[src/verilog/fdc_settings.svh]
`ifndef FDC_SETTINGS_SVH
`define FDC_SETTINGS_SVH

// =========================================================================
// timer reloads, all in clk_sys cycles
// =========================================================================
`define FDC_SEEK_CYCLES      1023   // settle before sector search
`define FDC_BUSY_CYCLES      4000   // type I and refused commands
`define FDC_WATCHDOG_CYCLES  4096   // host must take a byte within this
`define FDC_INDEX_PERIOD     35000
`define FDC_INDEX_WIDTH      100
`define FDC_BYTE_DELAY       15     // before each drq

// =========================================================================
// widths and counts
// =========================================================================
`define FDC_IMAGE_AW         20
`define FDC_REG_COUNT        4
`define FDC_TIMER_W          12     // holds the largest engine reload
`define FDC_INDEX_W          16
`define FDC_WATCHDOG_W       13

`endif

[src/verilog/fdc_bus_pkg.sv]
`include "fdc_settings.svh"

package fdc_bus_pkg;

	typedef logic [7:0] byte_t;

	// host register map, status and command share address 0
	typedef enum logic [$clog2(`FDC_REG_COUNT)-1:0] {
		A_CMD_STATUS = 2'd0,
		A_TRACK      = 2'd1,
		A_SECTOR     = 2'd2,
		A_DATA       = 2'd3
	} reg_addr_t;

	// top nibble of a command byte
	typedef enum logic [3:0] {
		C_RESTORE     = 4'h0,
		C_SEEK        = 4'h1,
		C_STEP        = 4'h2,
		C_STEP_U      = 4'h3,
		C_STEP_IN     = 4'h4,
		C_STEP_IN_U   = 4'h5,
		C_STEP_OUT    = 4'h6,
		C_STEP_OUT_U  = 4'h7,
		C_READ        = 4'h8,
		C_READ_M      = 4'h9,
		C_WRITE       = 4'hA,
		C_WRITE_M     = 4'hB,
		C_READ_ADDR   = 4'hC,
		C_FORCE_INT   = 4'hD,
		C_READ_TRACK  = 4'hE,
		C_WRITE_TRACK = 4'hF
	} cmd_group_t;

	typedef enum logic [2:0] {
		S_IDLE,
		S_SEARCH,
		S_READ_DELAY,
		S_READ_WAIT,
		S_ABORT,
		S_BUSY_WAIT,
		S_END_CMD
	} engine_state_t;

endpackage

[src/verilog/fdc_disk_pkg.sv]
`include "fdc_settings.svh"

package fdc_disk_pkg;

	typedef logic [7:0] track_t;
	typedef logic [7:0] sector_t;   // 1-based as on the media

	// sector size is 128 << size code
	typedef logic [1:0] size_code_t;

	// 0: 26x128  1: 16x256  2: 9x512  3: 5x1024  4: 10x512
	typedef logic [2:0] geometry_t;

	typedef logic [10:0] byte_ofs_t;   // up to 1024 bytes per sector

	typedef logic [`FDC_IMAGE_AW-1:0] image_addr_t;

endpackage

[src/verilog/fdc_host_if.sv]
`timescale 1ns/10ps

interface fdc_host_if;

	logic                   cmd_strobe;    // rising edge of a write
	fdc_bus_pkg::reg_addr_t reg_addr;      // latched at strobe start
	fdc_bus_pkg::byte_t     wdata;
	logic                   data_taken;    // host finished reading data reg
	logic                   status_taken;  // host finished reading status
	logic                   data_given;    // host finished writing data reg

	modport bus (
		output cmd_strobe,
		output reg_addr,
		output wdata,
		output data_taken,
		output status_taken,
		output data_given
	);

	modport engine (
		input cmd_strobe,
		input reg_addr,
		input wdata,
		input data_taken,
		input status_taken,
		input data_given
	);

endinterface

[src/verilog/fdc_host_bus.sv]
`timescale 1ns/10ps

module fdc_host_bus (
	input  logic               clk_sys,
	input  logic               reset,
	input  logic               io_en,
	input  logic               rd,
	input  logic               wr,
	input  logic [1:0]         addr,
	input  fdc_bus_pkg::byte_t din,
	input  fdc_bus_pkg::byte_t status,
	input  fdc_bus_pkg::byte_t track_reg,
	input  fdc_bus_pkg::byte_t sector_reg,
	input  fdc_bus_pkg::byte_t data_reg,
	input  logic               buff_byte_sel,
	input  fdc_bus_pkg::byte_t buff_din,
	output fdc_bus_pkg::byte_t dout,
	fdc_host_if.bus            host
);

	logic rd_en;
	logic wr_en;
	logic old_rd;
	logic old_wr;

	assign rd_en = rd & io_en;
	assign wr_en = wr & io_en;

	always_ff @(posedge clk_sys) begin
		if (reset) begin
			old_rd            <= 1'b0;
			old_wr            <= 1'b0;
			host.cmd_strobe   <= 1'b0;
			host.data_taken   <= 1'b0;
			host.status_taken <= 1'b0;
			host.data_given   <= 1'b0;
		end else begin
			old_rd <= rd_en;
			old_wr <= wr_en;
			host.cmd_strobe <= wr_en & ~old_wr;
			// end of strobe events use the address seen at its start
			host.data_taken   <= old_rd & ~rd_en & (host.reg_addr == fdc_bus_pkg::A_DATA);
			host.status_taken <= old_rd & ~rd_en & (host.reg_addr == fdc_bus_pkg::A_CMD_STATUS);
			host.data_given   <= old_wr & ~wr_en & (host.reg_addr == fdc_bus_pkg::A_DATA);
		end
	end

	always_ff @(posedge clk_sys) begin
		if ((rd_en & ~old_rd) | (wr_en & ~old_wr))
			host.reg_addr <= fdc_bus_pkg::reg_addr_t'(addr);
		if (wr_en & ~old_wr)
			host.wdata <= din;
	end

	// read mux follows the live address
	always_comb begin
		case (fdc_bus_pkg::reg_addr_t'(addr))
			fdc_bus_pkg::A_CMD_STATUS: dout = status;
			fdc_bus_pkg::A_TRACK:      dout = track_reg;
			fdc_bus_pkg::A_SECTOR:     dout = sector_reg;
			default:                   dout = buff_byte_sel ? buff_din : data_reg;
		endcase
	end

endmodule

[src/verilog/fdc_sector_map.sv]
`timescale 1ns/10ps

module fdc_sector_map (
	input  fdc_disk_pkg::geometry_t   geometry,
	input  fdc_disk_pkg::track_t      track,
	input  logic                      side,
	input  fdc_disk_pkg::sector_t     sector,
	output fdc_disk_pkg::image_addr_t sector_base,
	output fdc_disk_pkg::sector_t     sectors_per_track,
	output fdc_disk_pkg::size_code_t  size_code
);

	fdc_disk_pkg::image_addr_t phys_track;
	fdc_disk_pkg::image_addr_t lba;

	always_comb begin
		case (geometry)
			3'd1: begin
				sectors_per_track = 8'd16;
				size_code         = 2'd1;
			end
			3'd2: begin
				sectors_per_track = 8'd9;
				size_code         = 2'd2;
			end
			3'd3: begin
				sectors_per_track = 8'd5;
				size_code         = 2'd3;
			end
			3'd4: begin
				sectors_per_track = 8'd10;
				size_code         = 2'd2;
			end
			default: begin   // 0 and the unused codes
				sectors_per_track = 8'd26;
				size_code         = 2'd0;
			end
		endcase
	end

	// track-side-sector order, both sides of a track are adjacent
	assign phys_track  = fdc_disk_pkg::image_addr_t'({track, side});
	assign lba         = phys_track * fdc_disk_pkg::image_addr_t'(sectors_per_track)
	                   + fdc_disk_pkg::image_addr_t'(sector) - 1'b1;
	assign sector_base = (lba << 7) << size_code;

endmodule

[src/verilog/fdc_drive_timing.sv]
`timescale 1ns/10ps
`include "fdc_settings.svh"

module fdc_drive_timing (
	input  logic clk_sys,
	input  logic reset,
	input  logic ready,
	input  logic watchdog_set,
	output logic index,
	output logic watchdog_bark
);

	localparam logic [`FDC_INDEX_W-1:0] INDEX_RELOAD = `FDC_INDEX_PERIOD - 1;
	localparam logic [`FDC_INDEX_W-1:0] INDEX_START  = `FDC_INDEX_PERIOD - `FDC_INDEX_WIDTH;
	localparam logic [`FDC_WATCHDOG_W-1:0] WD_RELOAD = `FDC_WATCHDOG_CYCLES;

	logic [`FDC_INDEX_W-1:0]    index_cnt;
	logic [`FDC_WATCHDOG_W-1:0] wd_cnt;

	// =====================================================================
	// index hole, one revolution per period
	// =====================================================================
	always_ff @(posedge clk_sys) begin
		if (reset || !ready || index_cnt == '0)
			index_cnt <= INDEX_RELOAD;   // parked at the top while not ready
		else
			index_cnt <= index_cnt - 1'b1;
	end

	assign index = ready && (index_cnt >= INDEX_START);

	// lost data watchdog, held at reload while set
	always_ff @(posedge clk_sys) begin
		if (reset)
			wd_cnt <= '0;
		else if (watchdog_set)
			wd_cnt <= WD_RELOAD;
		else if (wd_cnt != '0)
			wd_cnt <= wd_cnt - 1'b1;
	end

	assign watchdog_bark = (wd_cnt == '0);

endmodule

[src/verilog/fdc_command_engine.sv]
`timescale 1ns/10ps
`include "fdc_settings.svh"

module fdc_command_engine (
	input  logic                      clk_sys,
	input  logic                      reset,
	fdc_host_if.engine                host,
	input  logic                      ready,
	input  logic                      wp,
	input  logic                      side,
	input  logic                      index,
	input  logic                      watchdog_bark,
	input  fdc_disk_pkg::image_addr_t sector_base,
	input  fdc_disk_pkg::sector_t     sectors_per_track,
	input  fdc_disk_pkg::size_code_t  size_code,
	output logic                      watchdog_set,
	output fdc_bus_pkg::byte_t        track_reg,
	output fdc_bus_pkg::byte_t        sector_reg,
	output fdc_bus_pkg::byte_t        data_reg,
	output fdc_disk_pkg::track_t      disk_track,
	output fdc_bus_pkg::byte_t        status,
	output logic                      buff_byte_sel,
	output fdc_disk_pkg::byte_ofs_t   byte_offset,
	output logic                      drq,
	output logic                      busy,
	output logic                      intrq
);

	localparam logic [`FDC_TIMER_W-1:0] SEEK_RELOAD = `FDC_SEEK_CYCLES;
	localparam logic [`FDC_TIMER_W-1:0] BUSY_RELOAD = `FDC_BUSY_CYCLES;
	localparam logic [`FDC_TIMER_W-1:0] BYTE_RELOAD = `FDC_BYTE_DELAY;
	localparam logic IMAGE_READ_ONLY = 1'b1;

	fdc_bus_pkg::engine_state_t state;
	fdc_bus_pkg::cmd_group_t    cmd;
	logic [`FDC_TIMER_W-1:0]    timer;
	logic [10:0]                sector_size;
	logic [`FDC_IMAGE_AW:0]     sector_end;
	fdc_disk_pkg::track_t       next_track;
	logic step_dir;      // 1 steps out towards track 0
	logic multi;
	logic multi_run;     // searching a follow-on sector
	logic side_bad;
	logic sector_bad;
	logic last_byte;
	logic cmd_mode;
	logic head_loaded;
	logic seek_err;
	logic lost_data;
	logic wr_fault;
	logic protect;

	assign cmd         = fdc_bus_pkg::cmd_group_t'(host.wdata[7:4]);
	assign sector_size = 11'd128 << size_code;
	assign last_byte   = (byte_offset == sector_size - 11'd1);
	assign sector_end  = {1'b0, sector_base} + {{(`FDC_IMAGE_AW-10){1'b0}}, sector_size};
	assign next_track  = (host.wdata[6] ? host.wdata[5] : step_dir) ? disk_track - 8'd1
	                                                              : disk_track + 8'd1;
	assign sector_bad  = (sector_reg == 8'd0) || (sector_reg > sectors_per_track) || side_bad
	                   || (sector_end > {1'b1, {`FDC_IMAGE_AW{1'b0}}});   // past image end

	// =====================================================================
	// status register, mode picked by the last command
	// =====================================================================
	assign protect = IMAGE_READ_ONLY | wp;
	assign status  = cmd_mode ?
		{~ready, protect, wr_fault, seek_err | ~ready, 1'b0, lost_data, drq, busy} :
		{~ready, protect, head_loaded, seek_err | ~ready, 1'b0, disk_track == 8'd0, index, busy};

	always_ff @(posedge clk_sys) begin
		if (reset) begin
			state         <= fdc_bus_pkg::S_IDLE;
			timer         <= '0;
			track_reg     <= '0;
			sector_reg    <= '0;
			data_reg      <= '0;
			disk_track    <= '0;
			byte_offset   <= '0;
			step_dir      <= 1'b0;
			multi         <= 1'b0;
			multi_run     <= 1'b0;
			side_bad      <= 1'b0;
			cmd_mode      <= 1'b0;
			head_loaded   <= 1'b0;
			seek_err      <= 1'b0;
			lost_data     <= 1'b0;
			wr_fault      <= 1'b0;
			buff_byte_sel <= 1'b0;
			watchdog_set  <= 1'b0;
			drq           <= 1'b0;
			busy          <= 1'b0;
			intrq         <= 1'b0;
		end else begin
			if (host.status_taken)
				intrq <= 1'b0;

			case (state)
				fdc_bus_pkg::S_SEARCH: begin
					if (!ready) begin
						seek_err <= 1'b1;
						state    <= fdc_bus_pkg::S_END_CMD;
					end else if (timer != '0) begin
						timer <= timer - 1'b1;
					end else if (sector_bad) begin
						seek_err <= !multi_run;   // running off the track end is normal
						state    <= fdc_bus_pkg::S_END_CMD;
					end else begin
						byte_offset <= '0;
						timer       <= BYTE_RELOAD;
						state       <= fdc_bus_pkg::S_READ_DELAY;
					end
				end
				fdc_bus_pkg::S_READ_DELAY: begin
					if (timer != '0) begin
						timer        <= timer - 1'b1;
						watchdog_set <= 1'b1;
					end else begin
						watchdog_set <= 1'b0;   // watchdog starts with drq
						drq          <= 1'b1;
						state        <= fdc_bus_pkg::S_READ_WAIT;
					end
				end
				fdc_bus_pkg::S_READ_WAIT: begin
					if (host.data_taken || watchdog_bark) begin
						drq <= 1'b0;
						if (!host.data_taken)
							lost_data <= 1'b1;   // byte skipped
						if (!last_byte) begin
							byte_offset <= byte_offset + 1'b1;
							timer       <= BYTE_RELOAD;
							state       <= fdc_bus_pkg::S_READ_DELAY;
						end else if (multi) begin
							sector_reg <= sector_reg + 8'd1;
							multi_run  <= 1'b1;
							timer      <= SEEK_RELOAD;
							state      <= fdc_bus_pkg::S_SEARCH;
						end else begin
							state <= fdc_bus_pkg::S_END_CMD;
						end
					end
				end
				fdc_bus_pkg::S_ABORT: begin
					seek_err  <= 1'b0;
					lost_data <= 1'b0;
					wr_fault  <= 1'b0;
					state     <= fdc_bus_pkg::S_END_CMD;
				end
				fdc_bus_pkg::S_BUSY_WAIT: begin
					if (timer != '0)
						timer <= timer - 1'b1;
					else
						state <= fdc_bus_pkg::S_END_CMD;
				end
				fdc_bus_pkg::S_END_CMD: begin
					busy          <= 1'b0;
					drq           <= 1'b0;
					watchdog_set  <= 1'b0;
					buff_byte_sel <= 1'b0;
					intrq         <= 1'b1;
					state         <= fdc_bus_pkg::S_IDLE;
				end
				default: ;
			endcase

			// =============================================================
			// host register writes, these override the FSM above
			// =============================================================
			if (host.cmd_strobe) begin
				case (host.reg_addr)
					fdc_bus_pkg::A_CMD_STATUS: begin
						intrq <= 1'b0;
						if (cmd == fdc_bus_pkg::C_FORCE_INT) begin
							cmd_mode <= 1'b0;
							if (state != fdc_bus_pkg::S_IDLE) begin
								state <= fdc_bus_pkg::S_ABORT;
							end else begin
								seek_err  <= 1'b0;
								lost_data <= 1'b0;
								wr_fault  <= 1'b0;
								drq       <= 1'b0;
								busy      <= 1'b0;
							end
						end else if (state == fdc_bus_pkg::S_IDLE
						             && cmd != fdc_bus_pkg::C_READ_ADDR) begin
							// default path is a plain busy period
							cmd_mode  <= host.wdata[7];
							busy      <= 1'b1;
							seek_err  <= 1'b0;
							lost_data <= 1'b0;
							wr_fault  <= 1'b0;
							timer     <= BUSY_RELOAD;
							state     <= fdc_bus_pkg::S_BUSY_WAIT;
							if (!host.wdata[7])
								head_loaded <= host.wdata[3];   // type I h flag
							case (cmd)
								fdc_bus_pkg::C_RESTORE: begin
									track_reg  <= '0;
									disk_track <= '0;
								end
								fdc_bus_pkg::C_SEEK: begin
									track_reg  <= data_reg;
									disk_track <= data_reg;
								end
								fdc_bus_pkg::C_STEP, fdc_bus_pkg::C_STEP_U,
								fdc_bus_pkg::C_STEP_IN, fdc_bus_pkg::C_STEP_IN_U,
								fdc_bus_pkg::C_STEP_OUT, fdc_bus_pkg::C_STEP_OUT_U: begin
									if (host.wdata[6])
										step_dir <= host.wdata[5];   // remembered for plain step
									disk_track <= next_track;
									if (host.wdata[4])
										track_reg <= next_track;
								end
								fdc_bus_pkg::C_READ, fdc_bus_pkg::C_READ_M: begin
									buff_byte_sel <= 1'b1;
									multi         <= host.wdata[4];
									multi_run     <= 1'b0;
									side_bad      <= host.wdata[1] && (host.wdata[3] != side);
									timer         <= SEEK_RELOAD;
									state         <= fdc_bus_pkg::S_SEARCH;
								end
								fdc_bus_pkg::C_WRITE, fdc_bus_pkg::C_WRITE_M,
								fdc_bus_pkg::C_WRITE_TRACK:
									wr_fault <= 1'b1;   // image cannot be written
								fdc_bus_pkg::C_READ_TRACK:
									seek_err <= 1'b1;
								default: ;
							endcase
						end
					end
					fdc_bus_pkg::A_TRACK:
						if (!busy)
							track_reg <= host.wdata;
					fdc_bus_pkg::A_SECTOR:
						if (!busy)
							sector_reg <= host.wdata;
					default: ;   // data reg loads at end of strobe
				endcase
			end

			if (host.data_given)
				data_reg <= host.wdata;
		end
	end

endmodule

[src/verilog/fdc_controller.sv]
`timescale 1ns/10ps
`include "fdc_settings.svh"

module fdc_controller (
	input  logic                     clk_sys,
	input  logic                     reset,
	input  logic                     io_en,
	input  logic                     rd,
	input  logic                     wr,
	input  logic [1:0]               addr,
	input  fdc_bus_pkg::byte_t       din,
	output fdc_bus_pkg::byte_t       dout,
	output logic                     drq,
	output logic                     intrq,
	output logic                     busy,
	input  logic                     wp,
	input  logic                     ready,
	input  logic                     side,
	input  fdc_disk_pkg::geometry_t  size_code,
	output logic [`FDC_IMAGE_AW-1:0] buff_addr,
	output logic                     buff_read,
	input  fdc_bus_pkg::byte_t       buff_din
);

	fdc_bus_pkg::byte_t        status;
	fdc_bus_pkg::byte_t        track_reg;
	fdc_bus_pkg::byte_t        sector_reg;
	fdc_bus_pkg::byte_t        data_reg;
	logic                      buff_byte_sel;
	fdc_disk_pkg::track_t      disk_track;
	fdc_disk_pkg::image_addr_t sector_base;
	fdc_disk_pkg::sector_t     sectors_per_track;
	fdc_disk_pkg::size_code_t  sector_size_code;
	fdc_disk_pkg::byte_ofs_t   byte_offset;
	logic                      watchdog_set;
	logic                      watchdog_bark;
	logic                      index;

	fdc_host_if host_if ();

	fdc_host_bus host_bus_i (
		.clk_sys       (clk_sys),
		.reset         (reset),
		.io_en         (io_en),
		.rd            (rd),
		.wr            (wr),
		.addr          (addr),
		.din           (din),
		.status        (status),
		.track_reg     (track_reg),
		.sector_reg    (sector_reg),
		.data_reg      (data_reg),
		.buff_byte_sel (buff_byte_sel),
		.buff_din      (buff_din),
		.dout          (dout),
		.host          (host_if.bus)
	);

	fdc_sector_map sector_map_i (
		.geometry          (size_code),
		.track             (disk_track),
		.side              (side),
		.sector            (sector_reg),
		.sector_base       (sector_base),
		.sectors_per_track (sectors_per_track),
		.size_code         (sector_size_code)
	);

	fdc_drive_timing drive_timing_i (
		.clk_sys       (clk_sys),
		.reset         (reset),
		.ready         (ready),
		.watchdog_set  (watchdog_set),
		.index         (index),
		.watchdog_bark (watchdog_bark)
	);

	fdc_command_engine command_engine_i (
		.clk_sys           (clk_sys),
		.reset             (reset),
		.host              (host_if.engine),
		.ready             (ready),
		.wp                (wp),
		.side              (side),
		.index             (index),
		.watchdog_bark     (watchdog_bark),
		.sector_base       (sector_base),
		.sectors_per_track (sectors_per_track),
		.size_code         (sector_size_code),
		.watchdog_set      (watchdog_set),
		.track_reg         (track_reg),
		.sector_reg        (sector_reg),
		.data_reg          (data_reg),
		.disk_track        (disk_track),
		.status            (status),
		.buff_byte_sel     (buff_byte_sel),
		.byte_offset       (byte_offset),
		.drq               (drq),
		.busy              (busy),
		.intrq             (intrq)
	);

	// image RAM answers combinationally
	assign buff_addr = sector_base + fdc_disk_pkg::image_addr_t'(byte_offset);
	assign buff_read = buff_byte_sel && (addr == fdc_bus_pkg::A_DATA);

endmodule

[config.mk]
export PLATFORM = sky130hd
export DESIGN_NAME = fdc_controller
export DESIGN_NICKNAME = d
export VERILOG_FILES = /design/src/verilog/fdc_bus_pkg.sv /design/src/verilog/fdc_disk_pkg.sv /design/src/verilog/fdc_host_if.sv /design/src/verilog/fdc_host_bus.sv /design/src/verilog/fdc_sector_map.sv /design/src/verilog/fdc_drive_timing.sv /design/src/verilog/fdc_command_engine.sv /design/src/verilog/fdc_controller.sv
export VERILOG_INCLUDE_DIRS = /design/src /design/src/verilog
export SDC_FILE = /design/constraint.sdc
export NUM_CORES = 1
export LEC_CHECK = 0
export ABC_AREA = 1
export BUFFER_PORTS_ARGS = -buffer_cell sky130_fd_sc_hd__buf_4
export CAP_MARGIN = 10
export CORE_MARGIN = 1.5
export CORE_UTILIZATION = 55
export CTS_BUF_LIST = sky130_fd_sc_hd__clkbuf_8
export CTS_CLUSTER_SIZE = 10
export DETAILED_ROUTE_END_ITERATION = 8
export PLACE_DENSITY = 0.76
export SLEW_MARGIN = 20
export SYNTH_ARGS = -nofsm -noshare
export SYNTH_HDL_FRONTEND = slang
export SYNTH_SLANG_ARGS = --single-unit
[constraint.sdc]
create_clock -name clk_sys -period 6.4 [get_ports clk_sys]
set_input_delay 0.96 -clock clk_sys [delete_from_list [all_inputs] [get_ports clk_sys]]
set_output_delay 0.96 -clock clk_sys [all_outputs]
set_load 0.03 [all_outputs]
After elaboration in Yosys (flattened, before gate mapping)
Cells that the tools add are included.
{ "word_totals": {"out_inout_bits": 32, "elab_cells": 271, "regBits": 117, "in_bits": 29} }
{ "classes": {"n_lt_le_gt_ge": 3, "muxes": 118, "bitwise_logic": 18, "reduce_logical": 42, "n_eq_ne": 43, "shift": 2, "add_sub_neg": 12, "n_mul": 1} }
{ "ops": {"columns": ["op", "count"], "rows": [
  ["12-bit 2-to-1 mux", 12],
  ["8-bit 2-to-1 mux", 13],
  ["8-bit case mux with 3 select lines", 3],
  ["1-bit 2-to-1 mux", 58],
  ["11-bit 2-to-1 mux", 5],
  ["3-bit 2-to-1 mux", 14],
  ["12-bit case mux with 3 select lines", 1],
  ["4-bit equality test, second input constant", 7],
  ["13-bit 2-to-1 mux", 2],
  ["13-bit by 1-bit subtractor with 13-bit output, second input constant", 2],
  ["11-bit case mux with 2 select lines", 1],
  ["20-bit by 11-bit adder with 21-bit output", 1],
  ["21-bit greater-than comparator, second input constant", 1],
  ["20-bit by 11-bit adder with 20-bit output", 1],
  ["5-bit case mux with 4 select lines", 1],
  ["5-bit AND reduction", 4],
  ["20-bit by 2-bit left shift with 20-bit output", 1],
  ["3-bit case mux with 6 select lines", 1],
  ["8-bit by 1-bit adder with 8-bit output, second input constant", 2],
  ["4-bit by 3-bit equality test with 1-bit output, second input constant", 4],
  ["16-bit >= comparator, second input constant", 1],
  ["16-bit zero test", 1],
  ["8-bit zero test", 2],
  ["8-bit case mux with 2 select lines", 1],
  ["other kinds (47)", 100]
]} }

Logic depth before layout (Yosys ltp)
{ "logic_depth": {"word_depth": 17, "ltp_mapped": 35} }

Cells and area by module
A second synthesis with hierarchy kept.
{ "hier_totals": {"hier_cells": 1775, "area_unflattened_um2": 11199.5} }
{ "by_module_without_submodules": {"columns": ["mod", "cells_per_inst", "area_each_um2", "instances"], "rows": [
  ["fdc_command_engine", 863, 5429.0, 1],
  ["fdc_sector_map", 375, 2349.8, 1],
  ["fdc_drive_timing", 232, 1542.7, 1],
  ["fdc_controller", 186, 970.9, 1],
  ["fdc_host_bus", 119, 907.1, 1]
]} }

Worst setup path before layout
Ideal clock, no wire load.
{ "synth_path": {"kind": "input to output", "from": "input size_code[0]", "to": "output buff_addr[17]", "required_ns": 5.440, "stages": 25, "slack_ns": -0.641, "arrival_ns": 6.081, "cell_sequence": "inv_2 > nor2_4 > buf_4 > nor2_1 > nand2_1 > fa_1 > inv_1 > ha_1 > fa_1 > inv_1 > fa_1 > inv_1 > ha_1 > xnor2_1 > o21ai_0 > nand2_1 > o21ai_0 > ha_1 > nand2_1 > o21ai_0 > nand3_1 > nor3_1 > nand2_1 > nor2_1 > xor2_1"} }
{ "synth_between": {"elab_chain_len": 7, "word_cells_on_any_way": 12, "classes_between": "add/sub (3); mul (1); eq/ne (4); shift (1); mux (2); reduce/logical (1)"} }
{ "synth_rtl": {"columns": ["element", "line_no", "source"], "rows": [
  ["start: declaration", "fdc_controller.sv:19", "input fdc_disk_pkg::geometry_t size_code,"],
  ["3-bit equality test, or another cell as far along", "fdc_sector_map.sv:17", "case (geometry)"],
  ["5-bit case mux with 4 select lines", "fdc_sector_map.sv:17", null],
  ["9-bit by 5-bit multiplier with 13-bit output", "fdc_sector_map.sv:43", "assign lba = phys_track * fdc_disk_pkg::image_addr_t'(sectors_per_track)"],
  ["13-bit by 8-bit adder with 13-bit output", "fdc_sector_map.sv:44", "+ fdc_disk_pkg::image_addr_t'(sector) - 1'b1;"],
  ["13-bit by 1-bit subtractor with 13-bit output", "fdc_sector_map.sv:44", null],
  ["20-bit by 2-bit left shift with 20-bit output *", "fdc_sector_map.sv:45", "assign sector_base = (lba << 7) << size_code;"],
  ["20-bit by 11-bit adder with 20-bit output *", "fdc_controller.sv:104", "assign buff_addr = sector_base + fdc_disk_pkg::image_addr_t'(byte_offset);"],
  ["end: declaration", "fdc_controller.sv:20", "output logic [`FDC_IMAGE_AW-1:0] buff_addr,"]
]} }
Every way passes the cells marked *; elsewhere a longest branch is shown, timed or not.

Worst setup path after layout
{ "layout_path": {"from": "input size_code[2]", "to": "output buff_addr[19]"} }
The elaborated chain is that of the path after synthesis.

==> results.md <==
- Final Worst Setup Slack: -0.135 ns
- Core footprint: 16,800 um^2
- Min Tclk post-route: 6.53 ns
- Register bit count reported by yosys: 117
- Diode count: 0
- Place WS: -0.318 ns
- Worst Setup EP: buff_addr[19]
- Initial antenna violation count: 0
- Most flop-heavy register: drive_timing_i.index_cnt
- Final slew viol count: 0
- GRT overflow: 0
- CTS tree: done
- Ratio of cells with drive above 1 in the final layout: 0.192
- Flop2flop setup slack: 0.94 ns
- Psw: 1.47 mW
- Average cell area after synthesis: 6.77 um^2
- Remaining DRCs: 0
- Count of final hold-check violations: 0
- Flop pwr share: 0.263
- Warnings, synthesis: 0
- CP startpoint: size_code[2]
- Drt wl/cell: 14.8 um
- Total CTS buffers: 17
- Row count: 47
- Largest net degree at the start of global routing: 40
- Unrepaired setup endpoints after global routing: true
- Yosys top cell area share: 0.225
- Startpoint types: primary input
- Regs by FF count: drive_timing_i.index_cnt (16), drive_timing_i.wd_cnt (13), command_engine_i.timer (12)
- Crit path DAT: 5.57 ns
- First-pass GRT wire length: 42.7 mm
- Die width: 135 um
- Max cap viols: 0
- Clock power share: 0.234
- CTS Root Cell: clkbuf_8
- Setup Skew: 0.0163 ns
- Crit-path slowest cell: fa_1
- Post-DP Area: 10,700 um^2
- Max Buffers Root-to-Sink: 2
- Sw frac: 0.435
- Combinational share of power: 0.503
- Later-pin clock latency in the skew report: 0.47 ns
- Post-synth net total: 1,525
- GRT Util Overall: 0.294
- DRT Pass-1 Iters: 7
- Register area share after synthesis: 0.257
- Multi-input gate area: 6190 um^2
- DR iter-0 viols: 787
- Dominant cells by area after synthesis: dfxtp_1 23%, inv_1 10%, nand2_1 9.5%
- Initial core utilization: 0.568
- Cell count after synthesis: 1,405
- Peak supply drop: 0.462 mV
- H-Tree Level Count: 4
- Pwr/cell area: 291 nW/um^2
- Final WL: 26.2 mm
- Required time worst endpoint: 5.44 ns
- PortBufs: 59
- Netlist cell types: 57
- Rel. slew slack: 0.409
- Fin crit share: 1.02
- Critical path's most frequent cell: buf_4
- Num Clock Sinks: 117
- Critical Path End Type: output pin
- Crit-path max cell delay: 0.57 ns
- Biggest area consumer among synthesized cells: dfxtp_1
- Final ANT Viol Nets: 0
- Slew of the pin with the lowest slew margin: 0.884 ns
- Vias/cell: 5.48
- # setup viols final: 2
- P_leak: 5.45 nW
- Final instance area: 11,600 um^2
- Hpwl dp: 19.5 mm
- Placer Congestion: 0.995
- Detailed-route via count: 9,669
- Post-synth EDFFs: 10
- Number of placed instances, taps included: 1,718
- Max FFs per register: 16
- Die Span Y: 135 um
- Reg-to-Reg Start: command_engine_i.disk_track[1]
- Setup total negative slack: -0.193 ns
- Reg clk slew, reported paths: 0.08 ns
- Nets: 1,651
- Register area: 2440 um^2
- Cell Area, Synth: 9520 um^2
- Hold crit path type: reg2reg
- Async set-reset flop share out of synthesis: 0
- RR Endpoint: command_engine_i.seek_err
- Die area: 18,100 um^2
- Crit path kind: in2out
- Max FO, Critical Path: 5
- Synth Flop Type: dfxtp_1
- Vias in the first global route: 9,270
- P_int: 1.91 mW
- Reg2reg path depth: 29
- Fmax: 0.153 GHz
- IO Pins: 61
- Fill cells: 1,447
- Status: complete, but fails checks
- Post-route insts no fill: 1,764
- Final core occ: 0.692
- Failing checks: setup timing
- Area Growth Syn to Fin: 21.9%
## timing repair
action / CTS / global route
buffers inserted: 8 / 6
pin swaps: 40 / 29
hold buffers: 0 / 0
resized for setup: 40 / 53
endpoints found under the setup margin: 7 / 8
## cells in the mapped netlist (11+ instances only)
library cell    n
o21ai_0        88
nor3_1         33
nand4_1        13
fa_1           33
ha_1           58
inv_1         263
nand3_1        89
a21oi_1        92
clkbuf_1       20
nand2_1       241
xnor2_1        16
nor2_1        170
inv_2          14
dfxtp_1       107
xor2_1         29
o211ai_1       11
a31oi_1        12
## power by group through the flow
stage	Clock [mW]	Combinational (mW)	Sequential [mW]
global placement	0	1.55	0.902
floorplan	0	1.19	0.883
finish	0.791	1.70	0.889
global route	0.836	1.91	0.900
CTS	0.800	1.63	0.888
detailed placement	0	1.58	0.904
## per-stage QoR
stage / hold slack [ns] / total power, mW
2_1_floorplan: 0.379 / 2.07
3_3_place_gp: 0.397 / 2.45
3_5_place_dp: 0.403 / 2.48
4_1_cts: 0.423 / 3.32
5_1_grt: 0.440 / 3.65
6_report: 0.421 / 3.38
## worst min path at each step
stage	cells after the start	end	slack, ns	startpoint
finish	1	drive_timing_i.index_cnt[0]	0.42	drive_timing_i.index_cnt[0]
global route	1	drive_timing_i.index_cnt[0]	0.44	drive_timing_i.index_cnt[0]
CTS	1	drive_timing_i.index_cnt[0]	0.42	drive_timing_i.index_cnt[0]
detailed placement	1	drive_timing_i.index_cnt[0]	0.40	drive_timing_i.index_cnt[0]
global placement	1	drive_timing_i.index_cnt[0]	0.40	drive_timing_i.index_cnt[0]
floorplan	1	drive_timing_i.index_cnt[0]	0.38	drive_timing_i.index_cnt[0]
## placed cells by master, fill, tap and decap left out, types with 14 or more instances in the layout
cell / count
ha_1: 51
o21ai_0: 83
xnor2_1: 14
fa_1: 31
nand2_1: 210
buf_4: 124
nor2_1: 163
dfxtp_1: 107
xor2_1: 26
a21oi_1: 89
nand2_2: 30
inv_2: 20
nor3_1: 31
clkbuf_8: 19
inv_1: 255
nand3_1: 83
## cell families (layout without fill, tap and decap cells)
group / after synthesis / after routing / synth area share
compound gates: 256 / 256 / 0.156
xor+xnor: 45 / 45 / 0.0414
fa+ha+maj: 91 / 91 / 0.146
buf+inv: 315 / 454 / 0.130
flops: 117 / 117 / 0.257
simple gates: 581 / 581 / 0.270
## area by class of cell
class                      instances  share of cell area
multi-input combinational        973               0.534
sequential                       117               0.211
timing repair buffer             142               0.101
inverter                         280              0.0917
tap                              220              0.0237
clock buffer                      19              0.0225
clock inverter                    13              0.0167
## metal layers
metal	wire length (um)	track usage
met1	10900	0.351
met2	13000	0.526
met3	1350	0.0443
met4	867	0.122
met5	0	0
## worst max-delay path, delay by kind of cell
kind,cells,cell delay [ns]
buffers and inverters,13,1.14
AND/OR/NAND/NOR,10,0.97
XOR/XNOR,2,0.32
adder cells (fa/ha/maj),5,2.04
AO/OA/AOI/OAI,1,0.16
No activity file was read; power rests on OpenSTA's default activity.
